--- src/pea_defs.svh ---
`ifndef PEA_DEFS_SVH
`define PEA_DEFS_SVH

`define PEA_TOKEN_W      16
`define PEA_RESULT_W     32
`define PEA_BUFFER_SIZE  1024
`define PEA_CNT_W        11

`define PEA_CMD_SUM        8'd1
`define PEA_CMD_MAC        8'd2
`define PEA_CMD_LOAD_COEFF 8'd3
`define PEA_CMD_LOAD_BIAS  8'd4

`define PEA_STAT_OK      8'h00
`define PEA_STAT_BAD_CMD 8'h01

// bit ranges inside a status token
`define PEA_STAT_CMD   31:24
`define PEA_STAT_CODE  23:16
`define PEA_STAT_PAD   15:8
`define PEA_STAT_COUNT 7:0

`endif

--- src/pea_pkg.sv ---
package pea_pkg;

   // field split used by SUM, MAC and anything that is not a load
   typedef struct packed
   {
      logic [7:0] cmd;
      logic [2:0] arg1;
      logic [4:0] arg2;
   } op_view_t;

   // load commands carry one signed byte in place of the two arguments
   typedef struct packed
   {
      logic [7:0]        cmd;
      logic signed [7:0] imm;
   } imm_view_t;

   // the command byte sits in the same place in both views, so either one
   // can be used to decode which view applies to the rest of the token
   typedef union packed
   {
      op_view_t  op;
      imm_view_t load;
   } control_token_t;

endpackage

--- src/pea_config_regs.sv ---
`include "pea_defs.svh"

module pea_config_regs
(
   input  logic                            clk,
   input  logic                            rst,
   input  logic                            load_coeff,
   input  logic                            load_bias,
   input  logic signed [7:0]               load_value,
   output logic signed [`PEA_RESULT_W-1:0] coeff,
   output logic signed [`PEA_RESULT_W-1:0] bias
);

   logic signed [`PEA_RESULT_W-1:0] value_ext;

   // immediates are stored at full result width so the MAC needs no extension
   assign value_ext = {{(`PEA_RESULT_W-8){load_value[7]}}, load_value};

   // a MAC before any load behaves as a plain sum
   always_ff @(posedge clk)
   begin
      if (!rst)
      begin
         coeff <= `PEA_RESULT_W'(1);
         bias  <= '0;
      end
      else
      begin
         if (load_coeff)
            coeff <= value_ext;
         if (load_bias)
            bias <= value_ext;
      end
   end

   // one control token names a single command, so both loads cannot coincide
   load_exclusive_a: assert property (
      @(posedge clk) disable iff (!rst)
      !(load_coeff && load_bias)
   );

endmodule

--- src/pea_enable.sv ---
`include "pea_defs.svh"

module pea_enable
   import pea_pkg::*;
(
   input  control_token_t         control_in,
   input  logic [`PEA_CNT_W-1:0]  control_pop,
   input  logic [`PEA_CNT_W-1:0]  data_pop,
   input  logic [`PEA_CNT_W-1:0]  result_free_space,
   input  logic [`PEA_CNT_W-1:0]  status_free_space,
   output logic                   can_fire
);

   logic [7:0]            cmd;
   logic                  needs_data;
   logic [`PEA_CNT_W-1:0] data_needed;
   logic                  have_control;
   logic                  have_data;
   logic                  have_space;

   // the head token is only meaningful when the control FIFO is not empty,
   // which the first term of can_fire takes care of
   assign cmd = control_in.op.cmd;

   assign needs_data = (cmd == `PEA_CMD_SUM) || (cmd == `PEA_CMD_MAC);

   // arg1 encodes one less than the number of data tokens
   assign data_needed = {{(`PEA_CNT_W-3){1'b0}}, control_in.op.arg1} + `PEA_CNT_W'(1);

   assign have_control = (control_pop != '0);
   assign have_data    = !needs_data || (data_pop >= data_needed);

   // every firing writes a status token, and space for a result is demanded
   // even for loads so that the rule does not depend on the command
   assign have_space = (result_free_space != '0) && (status_free_space != '0);

   assign can_fire = have_control && have_data && have_space;

endmodule

--- src/pea_firing_fsm.sv ---
`include "pea_defs.svh"

module pea_firing_fsm
   import pea_pkg::*;
(
   input  logic                            clk,
   input  logic                            rst,
   input  logic                            start,
   input  control_token_t                  control_in,
   input  logic [`PEA_TOKEN_W-1:0]         data_in,
   input  logic signed [`PEA_RESULT_W-1:0] coeff,
   input  logic signed [`PEA_RESULT_W-1:0] bias,
   output logic                            done,
   output logic                            control_rd_en,
   output logic                            data_rd_en,
   output logic                            result_wr_en,
   output logic                            status_wr_en,
   output logic [`PEA_RESULT_W-1:0]        result_out,
   output logic [`PEA_RESULT_W-1:0]        status_out,
   output logic                            load_coeff,
   output logic                            load_bias,
   output logic signed [7:0]               load_value
);

   localparam logic [2:0] ST_IDLE   = 3'd0;
   localparam logic [2:0] ST_CTRL   = 3'd1;
   localparam logic [2:0] ST_DECODE = 3'd2;
   localparam logic [2:0] ST_DATA   = 3'd3;
   localparam logic [2:0] ST_WRITE  = 3'd4;

   logic [2:0]                      state;
   logic [3:0]                      remaining;
   control_token_t                  token;
   logic signed [`PEA_RESULT_W-1:0] acc;
   logic signed [`PEA_RESULT_W-1:0] data_ext;
   logic signed [`PEA_RESULT_W-1:0] term;
   logic [3:0]                      data_count;
   logic                            is_sum;
   logic                            is_mac;
   logic                            is_data;
   logic                            is_load;

   assign is_sum  = (token.op.cmd == `PEA_CMD_SUM);
   assign is_mac  = (token.op.cmd == `PEA_CMD_MAC);
   assign is_data = is_sum || is_mac;
   assign is_load = (token.load.cmd == `PEA_CMD_LOAD_COEFF) ||
                    (token.load.cmd == `PEA_CMD_LOAD_BIAS);

   assign data_count = {1'b0, token.op.arg1} + 4'd1;

   always_ff @(posedge clk)
   begin
      if (!rst)
      begin
         state     <= ST_IDLE;
         remaining <= '0;
      end
      else
      begin
         case (state)
            ST_IDLE:
               if (start)
                  state <= ST_CTRL;
            ST_CTRL:
               state <= ST_DECODE;
            ST_DECODE:
            begin
               remaining <= data_count;
               state     <= is_data ? ST_DATA : ST_WRITE;
            end
            ST_DATA:
            begin
               remaining <= remaining - 4'd1;
               if (remaining == 4'd1)
                  state <= ST_WRITE;
            end
            ST_WRITE:
               state <= ST_IDLE;
            default:
               state <= ST_IDLE;
         endcase
      end
   end

   // the head of the control FIFO is captured while it is being popped
   always_ff @(posedge clk)
   begin
      if (state == ST_CTRL)
         token <= control_in;
      if (state == ST_DECODE)
         acc <= '0;
      else if (state == ST_DATA)
         acc <= acc + term;
   end

   assign data_ext = {{(`PEA_RESULT_W-`PEA_TOKEN_W){data_in[`PEA_TOKEN_W-1]}}, data_in};

   // products keep only the low 32 bits, as does the running sum
   assign term = is_mac ? data_ext * coeff : data_ext;

   assign result_out = is_sum ? acc << token.op.arg2 : acc + bias;

   always_comb
   begin
      status_out = '0;
      status_out[`PEA_STAT_CMD] = token.op.cmd;
      status_out[`PEA_STAT_CODE] = (is_data || is_load) ? `PEA_STAT_OK : `PEA_STAT_BAD_CMD;
      status_out[`PEA_STAT_PAD] = 8'h00;
      status_out[`PEA_STAT_COUNT] = is_data ? {4'h0, data_count} : 8'h00;
   end

   assign control_rd_en = (state == ST_CTRL);
   assign data_rd_en    = (state == ST_DATA);
   assign done          = (state == ST_WRITE);
   assign status_wr_en  = done;
   assign result_wr_en  = done && is_data;

   // configuration is updated in the decode cycle, well before the next MAC
   assign load_coeff = (state == ST_DECODE) && (token.load.cmd == `PEA_CMD_LOAD_COEFF);
   assign load_bias  = (state == ST_DECODE) && (token.load.cmd == `PEA_CMD_LOAD_BIAS);
   assign load_value = token.load.imm;

   // a start in the middle of a firing would be dropped by the idle state
   start_when_idle_a: assert property (
      @(posedge clk) disable iff (!rst)
      start |-> (state == ST_IDLE)
   );

endmodule

--- src/pea_top.sv ---
`include "pea_defs.svh"

module pea_top
   import pea_pkg::*;
(
   input  logic                      clk,
   input  logic                      rst,
   input  control_token_t            control_in,
   input  logic [`PEA_CNT_W-1:0]     control_pop,
   input  logic [`PEA_TOKEN_W-1:0]   data_in,
   input  logic [`PEA_CNT_W-1:0]     data_pop,
   input  logic [`PEA_CNT_W-1:0]     result_free_space,
   input  logic [`PEA_CNT_W-1:0]     status_free_space,
   input  logic                      invoke,
   output logic                      enable,
   output logic                      fc,
   output logic                      control_rd_en,
   output logic                      data_rd_en,
   output logic                      result_wr_en,
   output logic                      status_wr_en,
   output logic [`PEA_RESULT_W-1:0]  result_out,
   output logic [`PEA_RESULT_W-1:0]  status_out
);

   localparam logic [1:0] ST_IDLE         = 2'd0;
   localparam logic [1:0] ST_FIRING_START = 2'd1;
   localparam logic [1:0] ST_FIRING_WAIT  = 2'd2;

   logic [1:0]                      state;
   logic [1:0]                      next_state;
   logic                            can_fire;
   logic                            start;
   logic                            done;
   logic                            load_coeff;
   logic                            load_bias;
   logic signed [7:0]               load_value;
   logic signed [`PEA_RESULT_W-1:0] coeff;
   logic signed [`PEA_RESULT_W-1:0] bias;

   pea_enable u_enable (
      .control_in        (control_in),
      .control_pop       (control_pop),
      .data_pop          (data_pop),
      .result_free_space (result_free_space),
      .status_free_space (status_free_space),
      .can_fire          (can_fire)
   );

   pea_firing_fsm u_firing (
      .clk           (clk),
      .rst           (rst),
      .start         (start),
      .control_in    (control_in),
      .data_in       (data_in),
      .coeff         (coeff),
      .bias          (bias),
      .done          (done),
      .control_rd_en (control_rd_en),
      .data_rd_en    (data_rd_en),
      .result_wr_en  (result_wr_en),
      .status_wr_en  (status_wr_en),
      .result_out    (result_out),
      .status_out    (status_out),
      .load_coeff    (load_coeff),
      .load_bias     (load_bias),
      .load_value    (load_value)
   );

   pea_config_regs u_config (
      .clk        (clk),
      .rst        (rst),
      .load_coeff (load_coeff),
      .load_bias  (load_bias),
      .load_value (load_value),
      .coeff      (coeff),
      .bias       (bias)
   );

   // the scheduler only sees enable between firings
   assign enable = can_fire && (state == ST_IDLE);
   assign fc     = done;

   always_comb
   begin
      next_state = state;
      case (state)
         ST_IDLE:
            if (invoke && enable)
               next_state = ST_FIRING_START;
         ST_FIRING_START:
            next_state = ST_FIRING_WAIT;
         ST_FIRING_WAIT:
            if (done)
               next_state = ST_IDLE;
         default:
            next_state = ST_IDLE;
      endcase
   end

   always_ff @(posedge clk)
   begin
      if (!rst)
      begin
         state <= ST_IDLE;
         start <= 1'b0;
      end
      else
      begin
         state <= next_state;
         start <= (state == ST_IDLE) && invoke && enable;
      end
   end

   // completion from the firing FSM is only expected after a start was issued
   fc_after_start_a: assert property (
      @(posedge clk) disable iff (!rst)
      fc |-> (state == ST_FIRING_WAIT)
   );

   counts_in_range_a: assert property (
      @(posedge clk) disable iff (!rst)
      (control_pop <= `PEA_BUFFER_SIZE) && (data_pop <= `PEA_BUFFER_SIZE)
   );

endmodule

--- config.mk ---
export PLATFORM = sky130hd
export DESIGN_NAME = pea_top
export DESIGN_NICKNAME = d
export VERILOG_FILES = /design/src/pea_pkg.sv /design/src/pea_config_regs.sv /design/src/pea_enable.sv /design/src/pea_firing_fsm.sv /design/src/pea_top.sv
export VERILOG_INCLUDE_DIRS = /design/src /design/src/src
export SDC_FILE = /design/constraint.sdc
export NUM_CORES = 1
export LEC_CHECK = 0
export ABC_AREA = 1
export CAP_MARGIN = 20
export CORE_MARGIN = 10
export CORE_UTILIZATION = 54
export DETAILED_ROUTE_END_ITERATION = 16
export DONT_BUFFER_PORTS = 1
export PLACE_DENSITY = 0.7
export SLEW_MARGIN = 20
export SYNTH_ARGS = -nofsm -noshare
export SYNTH_HDL_FRONTEND = slang
export SYNTH_SLANG_ARGS = --single-unit
--- constraint.sdc ---
create_clock -name clk -period 16.95 [get_ports clk]
set_clock_uncertainty 0.1 [all_clocks]
set_input_delay 3.39 -clock clk [delete_from_list [all_inputs] [get_ports clk]]
set_output_delay 3.39 -clock clk [all_outputs]
set_load 0.1 [all_outputs]
Word-level counts from Yosys, hierarchy flattened
Index checks and enable logic that the tools add are counted.

operators by class
  add/sub/neg operators = 5
  multiply operators = 1
  magnitude comparators = 1
  eq/ne operators = 17
  shift-type cells = 1
  muxes and demuxes = 12
  reductions and logical operators = 24

operator list
  kind                 count
  $mux 32              2
  $reduce_bool 11->1   3
  $add 32x32->32       1
  $add 32x8->32        1
  $shl 32x5->32        1
  $eq 8x2->1 const B   3
  $mul 16x8->24        1
  $eq 8x1->1 const B   2
  $pmux 3 s4           1
  $ge 11x11->1         1
  $logic_and 1x1->1    10
  $mux 3               3
  $add 3x1->4 const B  2
  $eq 8x3->1 const B   1
  $pmux 4 s2           1
  $eq 3x2->1 const B   2
  $ne 2x1->1 const B   3
  $pmux 2 s3           1
  $logic_or 1x1->1     5
  $eq 4x1->1 const B   1
  $mux 2               2
  $mux 4               1
  $reduce_and 2->1     2
  $sub 4x1->4 const B  1
  10 further kinds     10

word-level totals
  flip-flop bits (word level) = 74
  input port bits = 79
  output and inout port bits = 70
  logic and storage cells = 69

Depth between registers and ports, before layout
  word-level depth = 10
  mapped depth = 39
  gate-level depth less buffers = 37

Hierarchy
A second synthesis with hierarchy kept.

second synthesis, totals
  cells, all modules = 3169
  area total of the unflattened synthesis = 21469.3 µm²

by module, submodules not included
  module           instances  cells an instance  area each (µm²)  sequential area each (µm²)
  pea_firing_fsm   1          2946               20014.2          1261.2
  pea_config_regs  1          142                1031.0           320.3
  pea_enable       1          67                 321.6            0.0
  pea_top          1          14                 102.6            60.1

Least setup slack after synthesis
OpenSTA, ideal clock, no wires.

  kind = input -> output
  from = input port control_in[5] in the netlist's numbering
  to = output port enable
  arrival time = 5.764 ns
  data required time = 13.460 ns
  slack = 7.696 ns
  cell stages on the path = 7
  buffers on the path = 0
  cell sequence = ha_1 -> xnor2_1 -> ha_1 -> nand2_1 -> o21ai_0 -> o21ai_0 -> a31oi_1

between the ends
  word-level cells in the longest chain between the ends = 6

RTL lines
  item                            RTL line          source
  from (decl)                     pea_top.sv:8      input control_token_t control_in,
  $add 3x1->4                     pea_enable.sv:28  assign data_needed = {{(`PEA_CNT_W-3){1'b0}}, control_in.op.arg1} + `PEA_CNT_W'(1);
  $ge 11x11->1                    pea_enable.sv:31  assign have_data = !needs_data || (data_pop >= data_needed);
  $logic_or 1x1->1                pea_enable.sv:31
  $logic_and 1x1->1 (2 in a row)  pea_enable.sv:37  assign can_fire = have_control && have_data && have_space;
  $logic_and 1x1->1               pea_top.sv:80     assign enable = can_fire && (state == ST_IDLE);
  to (decl)                       pea_top.sv:15     output logic enable,

Every way passes these cells.

Worst setup path in the final report
  from = input port data_in[15]
  to = register u_firing.acc[31]

between the ends
  word-level cells in the longest chain between the ends = 3

RTL lines
  item                  RTL line              source
  from (decl)           pea_top.sv:10         input logic [`PEA_TOKEN_W-1:0] data_in,
  $mul 16x8->24         pea_firing_fsm.sv:99  assign term = is_mac ? data_ext * coeff : data_ext;
  $mux 32 (*)           pea_firing_fsm.sv:99
  $add 32x32->32 (*)    pea_firing_fsm.sv:93  acc <= acc + term;
  to (signal assigned)  pea_firing_fsm.sv:93
  to (decl)             pea_firing_fsm.sv:34  logic signed [`PEA_RESULT_W-1:0] acc;

Mark *: on every way between the ends. The rest lies on a longest branch, timed or not.
A chain may end at the register's enable or synchronous reset.

==> results.md <==
* Dpl cells at 2,387
* Endpoint type of the worst setup path: flop
* Post-synth design cell area at 13,790 um2
* Most common cell after layout, fill and taps aside: nand2_1
* WL met1 at 19,700 um
* Cell family with most CP delay: adder cells
* VDD IR max at 0.0001310 V
* CTS root buffer: clkbuf_16
* # setup viols final at 0
* CTS Buf Count at 9
* RR Startpoint: u_config.coeff[2]
* Vias/cell at 5.699
* Total grt overflow at 0
* Worst-Margin Slew at 1.184 ns
* Achievable Freq at 112.5 MHz
* WL final at 44,710 um
* Post-synth EDFFs at 16
* Max Slew Vio Count at 0
* CP Capture Point: u_firing.acc[31]
* FF-to-FF End: u_firing.acc[31]
* Worst setup path category: in -> reg
* DPL Wire Length at 37,470 um
* CTS tree: yes
* P_leak at 7.701 nW
* Initial core utilization at 54.75%
* Post_cts resized at 0
* Total number of vias at 13,700
* CP required at 17.13 ns
* Fin. Hold Viols at 0
* Slew headroom at 21.27%
* GPL Wtd Cong at 0.9963
* Vias in the first global route at 13,720
* Finished Core Util at 57.28%
* Clock latency on the worst-skew pair at 0.34 ns
* WHS at 0.3944 ns
* Layout cell share with drive strength beyond 1 at 6.850%
* Synth-to-Final Area Change at 4.619%
* Power per Cell Area at 114.5 nW/um2
* Status: finished clean
* Synth Warn # at 0
* Drt first pass iters at 5
* FFs w/ async S/R, synth at 0%
* CTS Hold Bufs at 0
* DIE AREA at 32,320 um2
* Die Wd at 179.8 um
* Buf/Inv on CP at 5
* IO buf count at 0
* MaxCap Viol Count at 0
* Final period util at 52.42%
* H-tree levels at 3
* Nets at 2,367
* Num Clock Sinks at 74
* Met2 wire len at 19,930 um
* Die Y at 179.8 um
* Final cell count without fillers at 2,404
* Most frequent cells in the layout: nand2_1, inv_1, o21ai_0
* Largest net degree at the start of global routing at 45
* WL met3 at 4286 um
* Drt first-iter violations at 1,204
* Mapped Cells at 2,121
* DR DRC count at 0
* Setup TNS at 0 ns
* I/O pins at 149
* Worst-path clk slew at 0.06 ns
* Most frequent cell on the critical path: nand2_1
* Setup ws final at 8.065 ns
* Crit path depth at 31
* Initial antenna violation count at 0
* Mean Syn Cell Area at 6.500 um2
* Setup bufs post-CTS at 0
* Hold crit path type: reg -> reg
* Clock Path Buffers at 2
* R2r setup slk at 10.04 ns
* Final ANT Viol Nets at 0
* RSZ-0062 raised after global routing: no
* Core Rows at 58
* Final Critical Period at 8.885 ns
* Synth cell types at 63
* Pre-CTS setup slack at 7.713 ns
* Arr. time, crit path at 9.07 ns
* CP Max Fanout at 9
* Top layer in use: met4
* First-pass GRT wire length at 72,370 um
* Register bit total from synthesis at 74
* Reg2reg path depth at 31
* Total GRT Usage at 27.10%
* Synth Flop Type: dfxtp_1
* CP peak stage delay at 0.69 ns
* Worst setup path startpoint: data_in[15]
* Wire per inst at 18.60 um
* Sequential area share after synthesis at 11.91%
* Critical Path Start Type: input pin
* Core Region at 25,180 um2
* Slowest cell on the critical path: fa_1
-- final cells by class --
type / instances / area (um2)
flip-flops and latches: 74 / 1642
clock inverters: 6 / 66.31
inverters: 416 / 1564
repair buffers: 16 / 260.3
clock buffers: 10 / 229.0
diodes: 1 / 2.502
multi-input cells: 1551 / 10250
well taps: 330 / 412.9
fillers: 2524 / 10760
-- worst min-delay path, stage by stage, from the launching register on --
cell,delay (ns)
dfxtp_1,0.33
nand2_1,0.07
a21oi_1,0.05
-- sequential cells by signal, summed over array words and instances (netlist names) --
signal and cells:
u_firing.acc 32, u_firing.remaining 4, u_firing.state 3, state 2, u_config.coeff 8, start 1, u_firing.token 16, u_config.bias 8
-- per-stage QoR --
stage / power [mW] / cell area, um2
global placement: 1.431 / 14130
detailed placement: 1.441 / 14130
finish: 1.651 / 14420
global route: 1.771 / 14420
floorplan: 1.177 / 13850
CTS: 1.639 / 14420
-- where the power goes --
part	total (mW)	switching (mW)	internal, mW
Combinational	1.12	0.814	0.301
Sequential	0.342	0.113	0.228
Clock	0.194	0.0798	0.115
Total	1.65	1.01	0.644
-- kinds of logic (layout without fill, tap and decap cells) --
kind of cell / after synthesis / after routing / share of synthesized area [%]
AO/OA/AOI/OAI: 454 / 454 / 19.16
XOR/XNOR: 35 / 35 / 2.223
adder cells (fa/ha/maj): 220 / 220 / 25.68
buffers and inverters: 514 / 448 / 15.04
flip-flops: 74 / 74 / 11.91
multiplexers: 3 / 3 / 0.2178
other: 1 / 20 / 0.02720
AND/OR/NAND/NOR: 820 / 820 / 25.75
-- how the worst min path moves through the flow --
stage / to / slack [ns] / depth (start not counted) / startpoint
3_3_place_gp: u_firing.remaining[3] / 0.38 / 2 / u_firing.remaining[3]
4_1_cts: u_firing.remaining[3] / 0.40 / 2 / u_firing.remaining[3]
3_5_place_dp: u_firing.remaining[3] / 0.39 / 2 / u_firing.remaining[3]
6_report: u_firing.remaining[3] / 0.39 / 2 / u_firing.remaining[3]
2_1_floorplan: u_firing.remaining[3] / 0.37 / 2 / u_firing.remaining[3]
5_1_grt: u_firing.remaining[3] / 0.42 / 2 / u_firing.remaining[3]
-- metal layers --
metal | GRT usage (%) | up-vias
met1 | 36.40 | 6423
met3 | 6.586 | 54
met4 | 5.756 | 0
met2 | 43.17 | 546
li1 | - | 6677
met5 | 0 | -
-- synthesized netlist by cell type (4+ instances only) --
cell type | n | area share (%)
ha_1 | 115 | 10
or2_2 | 4 | 0.18
xnor2_1 | 14 | 0.89
nor2_1 | 150 | 4.1
buf_2 | 14 | 0.51
nor2_4 | 6 | 0.49
a21oi_1 | 123 | 4.5
o31ai_1 | 6 | 0.33
nor4_1 | 16 | 0.73
o22ai_1 | 15 | 0.68
nand2_1 | 478 | 13
fa_1 | 105 | 15
nor2_2 | 9 | 0.41
o21ai_1 | 34 | 1.2
o211ai_1 | 16 | 0.87
o21ai_0 | 160 | 5.8
clkbuf_1 | 56 | 1.5
nand4_1 | 15 | 0.68
nor3_1 | 16 | 0.58
nand2_2 | 12 | 0.54
buf_4 | 21 | 1.1
o21ai_2 | 8 | 0.51
a211oi_1 | 9 | 0.49
nand3_1 | 88 | 3.2
o21bai_1 | 22 | 1.2
edfxtp_1 | 16 | 3.5
nand3_2 | 4 | 0.29
a21oi_2 | 5 | 0.32
nor3_2 | 4 | 0.29
nand3b_1 | 4 | 0.22
a31oi_1 | 18 | 0.82
buf_6 | 6 | 0.49
xor2_1 | 21 | 1.3
dfxtp_1 | 58 | 8.4
inv_1 | 400 | 11
inv_2 | 15 | 0.41
a21o_1 | 14 | 0.76
No activity file was read; power rests on OpenSTA's default activity.
